File: src/rtl/rv64_macros.svh
`ifndef RV64_MACROS_SVH
`define RV64_MACROS_SVH

// Data word and PC width
`define XLEN 64

// Instruction word and its fields
`define INST_W 32
`define OPCODE_W 7

// Architectural register index
`define REG_ADDR_W 5

// Fall-through PC increment
`define PC_STEP 4

`endif

File: src/rtl/decodePkg.sv
`include "rv64_macros.svh"

package decodePkg;

    typedef enum logic [`OPCODE_W-1:0] {
        OpLoad   = 7'b0000011,
        OpI      = 7'b0010011,
        OpAuipc  = 7'b0010111,
        OpIW     = 7'b0011011,
        OpStore  = 7'b0100011,
        OpR      = 7'b0110011,
        OpLui    = 7'b0110111,
        OpRW     = 7'b0111011,
        OpBranch = 7'b1100011,
        OpJalr   = 7'b1100111,
        OpJal    = 7'b1101111,
        OpSystem = 7'b1110011
    } opcodeT;

    typedef enum logic [4:0] {
        ExeNop, Add, Sub, Sll, Srl, Sra, Xor, Or, And, Slt, Sltu,
        Mul, Mulh, Mulhsu, Mulhu, Div, Divu, Rem, Remu,
        Addw, Subw, Sllw, Srlw, Sraw, Mulw, Divw, Divuw, Remw, Remuw
    } exeOpT;

    typedef enum logic [1:0] {SrcNone, SrcRegReg, SrcRegImm, SrcPcImm} exeSrcT;

    typedef enum logic [3:0] {
        MemNop, Lb, Lh, Lw, Ld, Lbu, Lhu, Lwu, Sb, Sh, Sw, Sd
    } memOpT;

    // Five sources, so three bits
    typedef enum logic [2:0] {WbNone, WbExe, WbMem, WbImm, WbNextPc} wbSelT;

    typedef enum logic [1:0] {FlowSeq, FlowBranch, FlowJal, FlowJalr} flowT;

    typedef enum logic [3:0] {TrapNone, TrapIllegal, TrapEcall, TrapEbreak, TrapMret} trapT;

    typedef enum logic [2:0] {FmtNone, FmtI, FmtS, FmtB, FmtU, FmtJ} immFmtT;

    typedef struct packed {
        exeOpT  exeOp;
        exeSrcT exeSrc;
        memOpT  memOp;
        wbSelT  wbSel;
        flowT   flow;
        immFmtT immFmt;
        trapT   trap;
    } decodeCtrlT;

    // Item handed to execute
    typedef struct packed {
        logic                   valid;
        logic [`XLEN-1:0]       pc;
        logic [`XLEN-1:0]       imm;
        logic [`REG_ADDR_W-1:0] rd;
        logic [`REG_ADDR_W-1:0] rs1;
        logic [`REG_ADDR_W-1:0] rs2;
        exeOpT                  exeOp;
        exeSrcT                 exeSrc;
        memOpT                  memOp;
        wbSelT                  wbSel;
        trapT                   trap;
    } stageOutT;

endpackage

File: src/rtl/branchUnit.sv
`timescale 1ns/1ns
`include "rv64_macros.svh"

module branchUnit (
    input  logic [`XLEN-1:0]      pc,
    input  logic [`XLEN-1:0]      rs1Data,
    input  logic [`XLEN-1:0]      rs2Data,
    input  logic [`XLEN-1:0]      imm,
    input  logic [`INST_W-1:0]    inst,
    input  decodePkg::decodeCtrlT ctrl,
    output logic [`XLEN-1:0]      nextPc
);
    import decodePkg::*;

    logic [2:0]       funct3;
    logic             taken;
    logic [`XLEN-1:0] seqPc;
    logic [`XLEN-1:0] jalrSum;

    assign funct3  = inst[14:12];
    assign seqPc   = pc + `XLEN'(`PC_STEP);
    assign jalrSum = rs1Data + imm;

    always_comb begin
        case (funct3)
            3'b000:  taken = (rs1Data == rs2Data);
            3'b001:  taken = (rs1Data != rs2Data);
            3'b100:  taken = ($signed(rs1Data) < $signed(rs2Data));
            3'b101:  taken = ($signed(rs1Data) >= $signed(rs2Data));
            3'b110:  taken = (rs1Data < rs2Data);
            3'b111:  taken = (rs1Data >= rs2Data);
            default: taken = 1'b0;
        endcase
    end

    always_comb begin
        case (ctrl.flow)
            FlowBranch: nextPc = taken ? pc + imm : seqPc;
            FlowJal:    nextPc = pc + imm;
            FlowJalr:   nextPc = {jalrSum[`XLEN-1:1], 1'b0}; // Target LSB dropped
            default:    nextPc = seqPc;
        endcase
    end

endmodule

File: src/rtl/decodeReg.sv
`timescale 1ns/1ns
`include "rv64_macros.svh"

module decodeReg (
    input  logic                  clk,
    input  logic                  rstN,
    input  logic                  accept,
    input  logic                  exeReady,
    input  logic [`INST_W-1:0]    inst,
    input  logic [`XLEN-1:0]      pc,
    input  logic [`XLEN-1:0]      imm,
    input  decodePkg::decodeCtrlT ctrl,
    input  decodePkg::trapT       trapIn,
    output decodePkg::stageOutT   stageOut
);
    import decodePkg::*;

    stageOutT nextItem;
    stageOutT itemQ;
    logic     validQ;

    always_comb begin
        nextItem.valid  = accept;
        nextItem.pc     = pc;
        nextItem.imm    = imm;
        nextItem.rd     = inst[11:7];
        nextItem.rs1    = inst[19:15];
        nextItem.rs2    = inst[24:20];
        nextItem.exeOp  = ctrl.exeOp;
        nextItem.exeSrc = ctrl.exeSrc;
        nextItem.memOp  = ctrl.memOp;
        nextItem.wbSel  = ctrl.wbSel;
        nextItem.trap   = ctrl.trap;
        if (trapIn != TrapNone) begin // Fetch trap overrides decode and disables the op
            nextItem.exeOp  = ExeNop;
            nextItem.exeSrc = SrcNone;
            nextItem.memOp  = MemNop;
            nextItem.wbSel  = WbNone;
            nextItem.trap   = trapIn;
        end
    end

    ////////////////////////////////////////////////////////////////////////
    // Valid bit, advances only when execute takes the slot
    always_ff @(posedge clk or negedge rstN) begin
        if (!rstN) begin
            validQ <= 1'b0;
        end else if (exeReady) begin
            validQ <= accept; // Bubble when nothing accepted
        end
    end

    always_ff @(posedge clk) begin
        if (exeReady && accept) begin
            itemQ <= nextItem;
        end
    end

    always_comb begin
        stageOut       = itemQ;
        stageOut.valid = validQ;
    end

endmodule

File: src/rtl/decodeStage.sv
`timescale 1ns/1ns
`include "rv64_macros.svh"

module decodeStage (
    input  logic                   clk,
    input  logic                   rstN,
    input  logic [`INST_W-1:0]     inst,
    input  logic                   inValid,
    input  logic [`XLEN-1:0]       pc,
    input  logic [`XLEN-1:0]       rs1Data,
    input  logic [`XLEN-1:0]       rs2Data,
    input  decodePkg::trapT        trapIn,
    input  logic                   conflict,
    input  logic                   flush,
    input  logic                   ifReady,
    input  logic                   exeReady,
    output logic [`REG_ADDR_W-1:0] rs1Addr,
    output logic [`REG_ADDR_W-1:0] rs2Addr,
    output logic                   ready,
    output logic                   redirect,
    output logic [`XLEN-1:0]       nextPc,
    output decodePkg::stageOutT    stageOut
);
    import decodePkg::*;

    decodeCtrlT       ctrl;
    logic [`XLEN-1:0] imm;
    logic             accept;

    // Register file read ports
    assign rs1Addr = inst[19:15];
    assign rs2Addr = inst[24:20];

    instDecoder uDecoder (.inst(inst), .ctrl(ctrl));

    immGen uImm (.inst(inst), .ctrl(ctrl), .imm(imm));

    branchUnit uBranch (
        .pc(pc), .rs1Data(rs1Data), .rs2Data(rs2Data),
        .imm(imm), .inst(inst), .ctrl(ctrl), .nextPc(nextPc)
    );

    stageHandshake uHandshake (
        .inValid(inValid), .trapIn(trapIn), .conflict(conflict), .flush(flush),
        .ifReady(ifReady), .exeReady(exeReady), .ctrl(ctrl),
        .ready(ready), .accept(accept), .redirect(redirect)
    );

    decodeReg uReg (
        .clk(clk), .rstN(rstN), .accept(accept), .exeReady(exeReady),
        .inst(inst), .pc(pc), .imm(imm), .ctrl(ctrl), .trapIn(trapIn),
        .stageOut(stageOut)
    );

endmodule

File: src/rtl/immGen.sv
`timescale 1ns/1ns
`include "rv64_macros.svh"

module immGen (
    input  logic [`INST_W-1:0]    inst,
    input  decodePkg::decodeCtrlT ctrl,
    output logic [`XLEN-1:0]      imm
);
    import decodePkg::*;

    logic sign;

    assign sign = inst[31];

    always_comb begin
        case (ctrl.immFmt)
            FmtI:    imm = {{(`XLEN-12){sign}}, inst[31:20]};
            FmtS:    imm = {{(`XLEN-12){sign}}, inst[31:25], inst[11:7]};
            FmtB:    imm = {{(`XLEN-13){sign}}, sign, inst[7], inst[30:25], inst[11:8], 1'b0};
            FmtU:    imm = {{(`XLEN-32){sign}}, inst[31:12], 12'b0};
            FmtJ:    imm = {{(`XLEN-21){sign}}, sign, inst[19:12], inst[20], inst[30:21], 1'b0};
            default: imm = '0;
        endcase
    end

endmodule

File: src/rtl/instDecoder.sv
`timescale 1ns/1ns
`include "rv64_macros.svh"

module instDecoder (
    input  logic [`INST_W-1:0]   inst,
    output decodePkg::decodeCtrlT ctrl
);
    import decodePkg::*;

    opcodeT     opcode;
    logic [2:0] funct3;
    logic [5:0] funct6;
    logic [6:0] funct7;
    logic       shamt5;

    assign opcode = opcodeT'(inst[6:0]);
    assign funct3 = inst[14:12];
    assign funct6 = inst[31:26];
    assign funct7 = inst[31:25];
    assign shamt5 = inst[25];

    always_comb begin
        ctrl = '{exeOp: ExeNop, exeSrc: SrcNone, memOp: MemNop, wbSel: WbNone,
                 flow: FlowSeq, immFmt: FmtNone, trap: TrapNone};
        case (opcode)
            ////////////////////////////////////////////////////////////////////
            // Integer ALU
            OpR: begin
                ctrl.exeSrc = SrcRegReg;
                ctrl.wbSel  = WbExe;
                case ({funct7, funct3})
                    10'b0000000_000: ctrl.exeOp = Add;
                    10'b0100000_000: ctrl.exeOp = Sub;
                    10'b0000000_001: ctrl.exeOp = Sll;
                    10'b0000000_010: ctrl.exeOp = Slt;
                    10'b0000000_011: ctrl.exeOp = Sltu;
                    10'b0000000_100: ctrl.exeOp = Xor;
                    10'b0000000_101: ctrl.exeOp = Srl;
                    10'b0100000_101: ctrl.exeOp = Sra;
                    10'b0000000_110: ctrl.exeOp = Or;
                    10'b0000000_111: ctrl.exeOp = And;
                    10'b0000001_000: ctrl.exeOp = Mul;
                    10'b0000001_001: ctrl.exeOp = Mulh;
                    10'b0000001_010: ctrl.exeOp = Mulhsu;
                    10'b0000001_011: ctrl.exeOp = Mulhu;
                    10'b0000001_100: ctrl.exeOp = Div;
                    10'b0000001_101: ctrl.exeOp = Divu;
                    10'b0000001_110: ctrl.exeOp = Rem;
                    10'b0000001_111: ctrl.exeOp = Remu;
                    default:         ctrl.trap  = TrapIllegal;
                endcase
            end
            OpRW: begin
                ctrl.exeSrc = SrcRegReg;
                ctrl.wbSel  = WbExe;
                case ({funct7, funct3})
                    10'b0000000_000: ctrl.exeOp = Addw;
                    10'b0100000_000: ctrl.exeOp = Subw;
                    10'b0000000_001: ctrl.exeOp = Sllw;
                    10'b0000000_101: ctrl.exeOp = Srlw;
                    10'b0100000_101: ctrl.exeOp = Sraw;
                    10'b0000001_000: ctrl.exeOp = Mulw;
                    10'b0000001_100: ctrl.exeOp = Divw;
                    10'b0000001_101: ctrl.exeOp = Divuw;
                    10'b0000001_110: ctrl.exeOp = Remw;
                    10'b0000001_111: ctrl.exeOp = Remuw;
                    default:         ctrl.trap  = TrapIllegal;
                endcase
            end
            OpI: begin
                ctrl.exeSrc = SrcRegImm;
                ctrl.wbSel  = WbExe;
                ctrl.immFmt = FmtI;
                case (funct3)
                    3'b000: ctrl.exeOp = Add;
                    3'b010: ctrl.exeOp = Slt;
                    3'b011: ctrl.exeOp = Sltu;
                    3'b100: ctrl.exeOp = Xor;
                    3'b110: ctrl.exeOp = Or;
                    3'b111: ctrl.exeOp = And;
                    3'b001: begin
                        ctrl.exeOp = Sll;
                        if (funct6 != 6'b000000) ctrl.trap = TrapIllegal;
                    end
                    default: begin // 3'b101
                        case (funct6)
                            6'b000000: ctrl.exeOp = Srl;
                            6'b010000: ctrl.exeOp = Sra;
                            default:   ctrl.trap  = TrapIllegal;
                        endcase
                    end
                endcase
            end
            OpIW: begin
                ctrl.exeSrc = SrcRegImm;
                ctrl.wbSel  = WbExe;
                ctrl.immFmt = FmtI;
                case (funct3)
                    3'b000: ctrl.exeOp = Addw;
                    3'b001: begin
                        ctrl.exeOp = Sllw;
                        if (funct6 != 6'b000000 || shamt5) ctrl.trap = TrapIllegal;
                    end
                    3'b101: begin
                        case (funct6)
                            6'b000000: ctrl.exeOp = Srlw;
                            6'b010000: ctrl.exeOp = Sraw;
                            default:   ctrl.trap  = TrapIllegal;
                        endcase
                        if (shamt5) ctrl.trap = TrapIllegal; // Word shift is 5 bits
                    end
                    default: ctrl.trap = TrapIllegal;
                endcase
            end
            ////////////////////////////////////////////////////////////////////
            // Memory
            OpLoad: begin
                ctrl.exeOp  = Add;
                ctrl.exeSrc = SrcRegImm;
                ctrl.wbSel  = WbMem;
                ctrl.immFmt = FmtI;
                case (funct3)
                    3'b000:  ctrl.memOp = Lb;
                    3'b001:  ctrl.memOp = Lh;
                    3'b010:  ctrl.memOp = Lw;
                    3'b011:  ctrl.memOp = Ld;
                    3'b100:  ctrl.memOp = Lbu;
                    3'b101:  ctrl.memOp = Lhu;
                    3'b110:  ctrl.memOp = Lwu;
                    default: ctrl.trap  = TrapIllegal;
                endcase
            end
            OpStore: begin
                ctrl.exeOp  = Add;
                ctrl.exeSrc = SrcRegImm;
                ctrl.immFmt = FmtS;
                case (funct3)
                    3'b000:  ctrl.memOp = Sb;
                    3'b001:  ctrl.memOp = Sh;
                    3'b010:  ctrl.memOp = Sw;
                    3'b011:  ctrl.memOp = Sd;
                    default: ctrl.trap  = TrapIllegal;
                endcase
            end
            ////////////////////////////////////////////////////////////////////
            // Control flow, upper immediates, system
            OpBranch: begin
                ctrl.flow   = FlowBranch;
                ctrl.immFmt = FmtB;
                if (funct3 == 3'b010 || funct3 == 3'b011) ctrl.trap = TrapIllegal;
            end
            OpJal: begin
                ctrl.flow   = FlowJal;
                ctrl.immFmt = FmtJ;
                ctrl.wbSel  = WbNextPc;
            end
            OpJalr: begin
                ctrl.flow   = FlowJalr;
                ctrl.immFmt = FmtI;
                ctrl.wbSel  = WbNextPc;
                if (funct3 != 3'b000) ctrl.trap = TrapIllegal;
            end
            OpLui: begin
                ctrl.immFmt = FmtU;
                ctrl.wbSel  = WbImm;
            end
            OpAuipc: begin
                ctrl.exeOp  = Add;
                ctrl.exeSrc = SrcPcImm;
                ctrl.immFmt = FmtU;
                ctrl.wbSel  = WbExe;
            end
            OpSystem: begin
                case (inst[31:7])
                    25'h0000000: ctrl.trap = TrapEcall;
                    25'h0002000: ctrl.trap = TrapEbreak;
                    25'h0604000: ctrl.trap = TrapMret;
                    default:     ctrl.trap = TrapIllegal; // No CSR support
                endcase
            end
            default: ctrl.trap = TrapIllegal;
        endcase

        // A trapping word must not redirect, touch memory or write back
        if (ctrl.trap != TrapNone) begin
            ctrl.flow  = FlowSeq;
            ctrl.memOp = MemNop;
            ctrl.wbSel = WbNone;
        end
    end

endmodule

File: src/rtl/stageHandshake.sv
`timescale 1ns/1ns

module stageHandshake (
    input  logic                  inValid,
    input  decodePkg::trapT       trapIn,
    input  logic                  conflict,
    input  logic                  flush,
    input  logic                  ifReady,
    input  logic                  exeReady,
    input  decodePkg::decodeCtrlT ctrl,
    output logic                  ready,
    output logic                  accept,
    output logic                  redirect
);
    import decodePkg::*;

    logic present;
    logic upTrap;
    logic isFlow;

    assign present = inValid && !flush; // Commit flush kills the item
    assign upTrap  = (trapIn != TrapNone);
    assign isFlow  = (ctrl.flow != FlowSeq);

    always_comb begin
        if (!present) begin
            ready  = 1'b1;
            accept = 1'b0;
        end else if (upTrap) begin
            ready  = exeReady;
            accept = exeReady;
        end else if (conflict) begin
            ready  = 1'b0;
            accept = 1'b0;
        end else begin
            ready  = exeReady && (!isFlow || ifReady); // Fetch must take the redirect
            accept = ready;
        end
    end

    assign redirect = accept && !upTrap && isFlow;

endmodule

File: config.mk
export PLATFORM = sky130hd
export DESIGN_NAME = decodeStage
export DESIGN_NICKNAME = d
export VERILOG_FILES = /design/src/rtl/decodePkg.sv /design/src/rtl/branchUnit.sv /design/src/rtl/decodeReg.sv /design/src/rtl/decodeStage.sv /design/src/rtl/immGen.sv /design/src/rtl/instDecoder.sv /design/src/rtl/stageHandshake.sv
export VERILOG_INCLUDE_DIRS = /design/src /design/src/rtl
export SDC_FILE = /design/constraint.sdc
export NUM_CORES = 1
export LEC_CHECK = 0
export ABC_CLOCK_PERIOD_IN_PS = 6000
export BUFFER_PORTS_ARGS = -buffer_cell sky130_fd_sc_hd__buf_2
export CORE_ASPECT_RATIO = 1.25
export CORE_MARGIN = 5
export CORE_UTILIZATION = 55
export CTS_CLUSTER_SIZE = 20
export DETAILED_ROUTE_END_ITERATION = 7
export PLACE_DENSITY = 0.91
export RECOVER_POWER = 25
export SLEW_MARGIN = 15
export SYNTH_ARGS = -nofsm -noshare
export SYNTH_HDL_FRONTEND = slang
export SYNTH_SLANG_ARGS = --single-unit
File: constraint.sdc
create_clock -name clk -period 6 [get_ports clk]
set_clock_uncertainty 0.15 [all_clocks]
set_input_delay 0.3 -clock clk [delete_from_list [all_inputs] [get_ports clk]]
set_output_delay 0.3 -clock clk [all_outputs]
set_load 0.05 [all_outputs]
# Word-level counts from Yosys, hierarchy flattened
# Index checks and enable logic that the tools add are counted.
[word_totals]
ff_bits = 162
output_inout_bits = 238
[op_classes]
magnitude_cmp = 4
eq_ne = 49
n_mux = 37
n_reduce_logical = 33
n_addsub = 3
[op_table]
columns = ["op", "n"]
rows = [
  ["64-bit case mux with 5 select lines", 1],
  ["64-bit case mux with 3 select lines", 1],
  ["64-bit adder", 2],
  ["64-bit >= comparator", 2],
  ["64-bit less-than comparator", 2],
  ["5-bit case mux with 18 select lines", 1],
  ["10-bit by 4-bit == test with 1-bit output, second input constant", 8],
  ["64-bit by 3-bit adder with 64-bit output, second input constant", 1],
  ["64-bit == test", 1],
  ["64-bit 2-to-1 mux", 1],
  ["64-bit inequality test", 1],
  ["5-bit case mux with 10 select lines", 1],
  ["7-bit case mux with 6 select lines", 1],
  ["10-bit by 3-bit == test with 1-bit output, second input constant", 4],
  ["4-bit case mux with 10 select lines", 1],
  ["7-bit by 6-bit == test with 1-bit output, second input constant", 4],
  ["7-bit == test, second input constant", 4],
  ["4-bit case mux with 7 select lines", 1],
  ["25-bit by 14-bit == test with 1-bit output, second input constant", 1],
  ["25-bit by 23-bit == test with 1-bit output, second input constant", 1],
  ["25-bit zero test", 1],
  ["7-bit by 5-bit == test with 1-bit output, second input constant", 3],
  ["3-bit case mux with 7 select lines", 1],
  ["10-bit by 2-bit == test with 1-bit output, second input constant", 2],
  ["41 further kinds", 80],
]

# Logic depth before layout (Yosys ltp)
[logic_depth]
word_depth = 17
ltp_mapped = 22

# Modules after synthesis
# Synthesis repeated with hierarchy kept, for this count alone.
[unflattened]
hier_cells = 2131
hier_area_um2 = 18236.2
[modules_own_cells]
columns = ["mod", "n_inst", "cells_per_inst", "area_per_inst_um2"]
rows = [
  ["branchUnit", 1, 1647, 11320.9],
  ["decodeReg", 1, 191, 5074.9],
  ["instDecoder", 1, 175, 1054.8],
  ["immGen", 1, 98, 630.6],
  ["stageHandshake", 1, 10, 80.1],
  ["decodeStage", 1, 10, 75.1],
]

# Worst setup path after synthesis
# OpenSTA, ideal clock, no wires.
[synth_path]
path_kind = "in2out"
start = "in inst[6]"
end = "out nextPc[58]"
t_required_ns = 5.550
path_stages = 19
setup_slack_ns = -0.193
arrival_ns = 5.743
cell_sequence = "nand3b_1 a2111oi_2 nor2_1 o21ai_0 o21ai_0 inv_1 ha_1 clkbuf_1 a21o_1 a21o_1 a21o_1 a21oi_1 nor2_1 nor2_1 a21oi_1 a211oi_1 o21ai_0 xnor2_1 o21ai_0"
[synth_via]
elab_chain_len = 8
elab_cells_between_ends = 33
classes_between = "2 x add/sub; 20 x eq/ne; 7 x mux; 4 x reduce/logical"
[synth_lines]
columns = ["item", "line_no", "text"]
rows = [
  ["start: declaration", "decodeStage.sv:7", "input logic [`INST_W-1:0] inst,"],
  ["7-bit by 5-bit == test with 1-bit output (tied with other cells)", "instDecoder.sv:25", "case (opcode)"],
  ["4-bit OR reduction (no line) or 2-bit OR reduction (tied branches)", "n/a", ""],
  ["3-bit case mux with 5 select lines *", "instDecoder.sv:25", ""],
  ["3-bit == test (tied with other cells)", "immGen.sv:16", "case (ctrl.immFmt)"],
  ["64-bit case mux with 5 select lines *", "immGen.sv:16", ""],
  ["net imm[31]", "decodeStage.sv:27", "logic [`XLEN-1:0] imm;"],
  ["64-bit adder", "branchUnit.sv:38, branchUnit.sv:39", ""],
  ["64-bit 2-to-1 mux", "branchUnit.sv:38", "FlowBranch: nextPc = taken ? pc + imm : seqPc;"],
  ["64-bit case mux with 3 select lines *", "branchUnit.sv:37", "case (ctrl.flow)"],
  ["end: declaration", "decodeStage.sv:21", "output logic [`XLEN-1:0] nextPc,"],
]
# Mark *: on every way through the listed nets, which the timed path passes. The rest lies on a longest branch.

# Final worst setup path
[layout_path]
start = "in inst[7]"
end = "out nextPc[58]"
[layout_via]
elab_cells_between_ends = 15
classes_between = "2 x add/sub; 5 x eq/ne; 6 x mux; 2 x reduce/logical"
[layout_rtl]
columns = ["item", "line_no"]
rows = [
  ["64-bit case mux with 5 select lines *", "immGen.sv:16"],
  ["net imm[0]", "decodeStage.sv:27"],
  ["64-bit adder", "branchUnit.sv:38, branchUnit.sv:39"],
  ["64-bit 2-to-1 mux", "branchUnit.sv:38"],
  ["64-bit case mux with 3 select lines *", "branchUnit.sv:37"],
]
# Marks and branches as above.

==> impl_metrics.xml <==
<?xml version="1.0" encoding="UTF-8"?>
<metrics>
  <group name="status">
    <metric name="result_of_the_run" unit="">completed</metric>
  </group>
  <group name="cts">
    <metric name="clockBufferDepth" unit="">2</metric>
    <metric name="total_cts_buffers" unit="">17</metric>
    <metric name="cts_htree_levels" unit="">4</metric>
    <metric name="number_of_clock_sinks" unit="">130</metric>
    <metric name="cts_tree" unit="">built</metric>
    <metric name="clock-root-buffer" unit="">sky130_fd_sc_hd__clkbuf_16</metric>
    <metric name="clk_transition_reported_paths" unit="ns">0.06</metric>
    <metric name="clkLatencyLatePin" unit="ns">0.45</metric>
  </group>
  <group name="worst_hold_path">
    <metric name="whs_path_depth" unit="">3</metric>
    <metric name="min_from" unit="">flush</metric>
    <metric name="worstHoldPathType" unit="">input port to flop</metric>
    <metric name="min_to" unit="">uReg.validQ</metric>
  </group>
  <group name="critical_path">
    <metric name="path_max_fanout" unit="">4</metric>
    <metric name="cp.arrival" unit="ns">5.43</metric>
    <metric name="cp-end-kind" unit="">primary output</metric>
    <metric name="crit_path_start_kind" unit="">input port</metric>
    <metric name="capturing_point_of_the_worst_reg2reg_path" unit="">uReg.validQ</metric>
    <metric name="reg2reg_slack" unit="ns">5.23</metric>
    <metric name="worstPathRequired" unit="ns">5.55</metric>
    <metric name="rr_startpoint" unit="">uReg.validQ</metric>
    <metric name="crit_type" unit="">input port to primary output</metric>
    <metric name="timing.reg2reg.worst_path_depth" unit="">2</metric>
  </group>
  <group name="cells_and_area">
    <metric name="finalNetCount" unit="">3035</metric>
    <metric name="final.fill_count" unit="">2596</metric>
    <metric name="areaGrowthSynthToFinish" unit="%">23.8</metric>
    <metric name="leading_cell_type_in_the_layout_fill_and_taps_excluded" unit="">sky130_fd_sc_hd__buf_2</metric>
    <metric name="highest_count_cells_in_the_layout_ignoring_fill_and_taps" unit="">sky130_fd_sc_hd__buf_2 (344), sky130_fd_sc_hd__nand2_1 (196), sky130_fd_sc_hd__ha_1 (194)</metric>
    <metric name="final_cell_area" unit="mm^2">0.0210</metric>
    <metric name="drive_gt1_share" unit="%">18.7</metric>
  </group>
  <group name="power">
    <metric name="power.share.combinational" unit="%">37.7</metric>
    <metric name="leakagePower" unit="nW">9.44</metric>
    <metric name="pwr-share-seq" unit="%">30.8</metric>
    <metric name="power.switching_fraction" unit="%">39.8</metric>
    <metric name="power.net_switching" unit="mW">1.37</metric>
    <metric name="power_frac_clock" unit="%">31.5</metric>
    <metric name="power-per-cell-area" unit="mW/mm^2">163</metric>
    <metric name="irDropWorstVdd" unit="uV">169</metric>
    <metric name="internal_power" unit="mW">2.07</metric>
  </group>
  <group name="placement">
    <metric name="post-place-ws" unit="ns">0.0475</metric>
    <metric name="placed_area" unit="mm^2">0.0198</metric>
    <metric name="hpwlAfterDp" unit="um">58900</metric>
    <metric name="gpl.final_weighted_congestion" unit="">1.09</metric>
    <metric name="placement.io_buffers" unit="">472</metric>
  </group>
  <group name="floorplanning">
    <metric name="die_h" unit="um">206</metric>
    <metric name="floorplan.die_area" unit="mm^2">0.0345</metric>
    <metric name="initial_core_util" unit="%">55.3</metric>
    <metric name="floorplan.die.width" unit="um">167</metric>
    <metric name="core_area" unit="mm^2">0.0307</metric>
    <metric name="placementRows" unit="">72</metric>
    <metric name="boundaryPins" unit="">473</metric>
  </group>
  <group name="timing">
    <metric name="timing.final.hold_violations" unit="">0</metric>
    <metric name="hold_ws" unit="ns">0.113</metric>
    <metric name="final_period_minus_worst_setup_slack" unit="ns">5.88</metric>
    <metric name="setup-violations-final" unit="">0</metric>
    <metric name="rsz0062_at_grt" unit="">yes</metric>
    <metric name="final.period_utilization" unit="%">97.9</metric>
    <metric name="timing.max_slew.rel_slack" unit="%">20.9</metric>
    <metric name="max_clock_freq" unit="GHz">0.170</metric>
    <metric name="tightestPinTransition" unit="ns">1.18</metric>
    <metric name="timing.final.max_slew_violations" unit="">0</metric>
    <metric name="fin_ws" unit="ns">0.123</metric>
  </group>
  <group name="global_route">
    <metric name="total_congestion_overflow" unit="">0</metric>
    <metric name="wire_length_of_the_first_global_routing_pass" unit="um">109000</metric>
    <metric name="antenna_found_initial" unit="">5</metric>
    <metric name="first_global_vias" unit="">19300</metric>
    <metric name="grt_start_max_net_pins" unit="">56</metric>
    <metric name="grt_use_total" unit="%">40.1</metric>
  </group>
  <group name="logic_synthesis">
    <metric name="synthTopCellsByArea" unit="">sky130_fd_sc_hd__edfxtp_1 (23%), sky130_fd_sc_hd__ha_1 (14%), sky130_fd_sc_hd__a21oi_1 (5.4%)</metric>
    <metric name="syn-mean-instance-area" unit="um^2">8.07</metric>
    <metric name="ys_seq_elements" unit="">130</metric>
    <metric name="synth_largest_type_area_fraction" unit="%">22.8</metric>
    <metric name="synth.cell_area" unit="mm^2">0.0170</metric>
    <metric name="synth-async-reset-ratio" unit="%">0.769</metric>
    <metric name="seq_area_frac_synth" unit="%">23.0</metric>
    <metric name="synth_nets" unit="">2535</metric>
    <metric name="warnings_synthesis" unit="">0</metric>
    <metric name="synthFlopType" unit="">sky130_fd_sc_hd__edfxtp_1</metric>
    <metric name="synth_area_leader_cell" unit="">sky130_fd_sc_hd__edfxtp_1</metric>
    <metric name="number_of_enable_flip_flop_cells_after_synthesis" unit="">129</metric>
    <metric name="yosysUniqueCellTypes" unit="">96</metric>
    <metric name="syn-instance-count" unit="">2104</metric>
  </group>
  <group name="detailed_routing">
    <metric name="num_vias" unit="">19800</metric>
    <metric name="wl_per_cell" unit="um">24.2</metric>
    <metric name="via_per_inst" unit="">6.53</metric>
    <metric name="routed_wirelength" unit="um">73300</metric>
    <metric name="first_pass_iters" unit="">6</metric>
    <metric name="antenna_left" unit="">0</metric>
    <metric name="dr.first_iter.drc_count" unit="">2198</metric>
    <metric name="drc" unit="">0</metric>
  </group>
  <group name="flow_run">
    <metric name="timing.max_cap.violations" unit="">0</metric>
  </group>
</metrics>
[critical path: stages]
cell	delay, ns
sky130_fd_sc_hd__dlygate4sd3_1	0.53
sky130_fd_sc_hd__clkbuf_1	0.24
sky130_fd_sc_hd__nand3_1	0.17
sky130_fd_sc_hd__nor3_2	0.23
sky130_fd_sc_hd__nor2_1	0.12
sky130_fd_sc_hd__nor2_2	0.18
sky130_fd_sc_hd__ha_1	0.24
sky130_fd_sc_hd__inv_1	0.07
sky130_fd_sc_hd__fa_1	0.41
sky130_fd_sc_hd__nor2b_1	0.19
sky130_fd_sc_hd__o2111ai_1	0.14
sky130_fd_sc_hd__and3_1	0.23
sky130_fd_sc_hd__o21ai_1	0.30
sky130_fd_sc_hd__a211o_1	0.31
sky130_fd_sc_hd__a31o_2	0.25
sky130_fd_sc_hd__a21oi_1	0.08
sky130_fd_sc_hd__buf_4	0.17
sky130_fd_sc_hd__o41a_1	0.50
sky130_fd_sc_hd__xnor2_1	0.28
sky130_fd_sc_hd__a22oi_1	0.12
sky130_fd_sc_hd__o21ai_0	0.17
sky130_fd_sc_hd__buf_12	0.19
[state kept, by name, indices dropped and copies added (netlist names)]
signal / flops
uReg.stageOut: 129
uReg.validQ: 1
[cell usage after synthesis, types with 63 or more instances]
cell	number
sky130_fd_sc_hd__nand2_1	196
sky130_fd_sc_hd__ha_1	194
sky130_fd_sc_hd__a21oi_1	182
sky130_fd_sc_hd__edfxtp_1	129
sky130_fd_sc_hd__nor2_1	128
sky130_fd_sc_hd__o21ai_0	119
sky130_fd_sc_hd__inv_1	111
sky130_fd_sc_hd__xnor2_1	102
sky130_fd_sc_hd__a21o_1	96
sky130_fd_sc_hd__xor2_1	75
sky130_fd_sc_hd__clkbuf_1	71
sky130_fd_sc_hd__nand3_1	63
[metrics by stage]
| step | total power [mW] | setup TNS [ns] | utilization [%] | instances |
|---|---|---|---|---|
| finish | 3.44 | 0 | 68.5 | 3024 |
| detailed placement | 2.31 | 0 | 64.4 | 2916 |
| global route | 3.56 | -0.00953 | 68.5 | 3024 |
| floorplan | 1.90 | -0.193 | - | 2104 |
| global placement | 2.29 | 0 | 64.4 | 2916 |
| CTS | 3.41 | 0 | 68.8 | 3022 |
[area by class of cell]
class	count	area (um^2)	share of cell area, %
Antenna cell	1	2.50	0.0119
Clock buffer	17	425	2.02
Clock inverter	14	153	0.726
Inverter	112	425	2.02
Multi-Input combinational cell	1731	12100	57.3
Sequential cell	130	3900	18.5
Tap cell	407	509	2.42
Timing Repair Buffer	612	3560	16.9
[power by group through the flow]
stage,clock network [mW],logic [mW],registers (mW)
6_report,1.08,1.30,1.06
5_1_grt,1.12,1.37,1.06
4_1_cts,1.08,1.28,1.06
3_5_place_dp,0,1.23,1.08
3_3_place_gp,0,1.22,1.07
2_1_floorplan,0,0.683,1.22
[kinds of logic (layout without fill, tap and decap cells)]
group | after synthesis | after routing | share of synthesized area (%)
other cells | 0 | 1 | 0
buf+inv | 243 | 755 | 6.47
xor+xnor | 177 | 177 | 9.13
flops | 130 | 130 | 23.0
fa+ha+maj | 197 | 197 | 14.6
mux | 8 | 8 | 0.479
simple gates | 646 | 646 | 19.0
compound gates | 703 | 703 | 27.4
[repair_timing]
item                       in CTS  in global routing
hold endpoints to repair       74                  0
resized for setup               0                 14
hold buffers                   75                  0
setup endpoints to repair       0                 19
buffers inserted                0                  1
[worst max-delay path by stage]
stage / depth (start not counted) / start / end / slack (ns)
3_5_place_dp: 20 / inst[6] / nextPc[58] / 0.05
3_3_place_gp: 20 / inst[6] / nextPc[58] / 0.17
4_1_cts: 20 / inst[6] / nextPc[58] / 0.03
5_1_grt: 20 / inst[6] / nextPc[58] / -0.01
6_report: 22 / inst[7] / nextPc[58] / 0.12
2_1_floorplan: 19 / inst[6] / nextPc[58] / -0.19
[metal layers]
metal | share of wire [%] | GRT usage (%) | routed length (um) | up-vias
li1 | - | - | - | 8859
met1 | 34 | 42.7 | 24900 | 9143
met2 | 48 | 70.1 | 35100 | 1352
met3 | 9.6 | 9.13 | 7020 | 390
met4 | 8.4 | 28.8 | 6190 | 6
met5 | 0.053 | 0 | 39 | -
(Power assumes the default switching activity.)
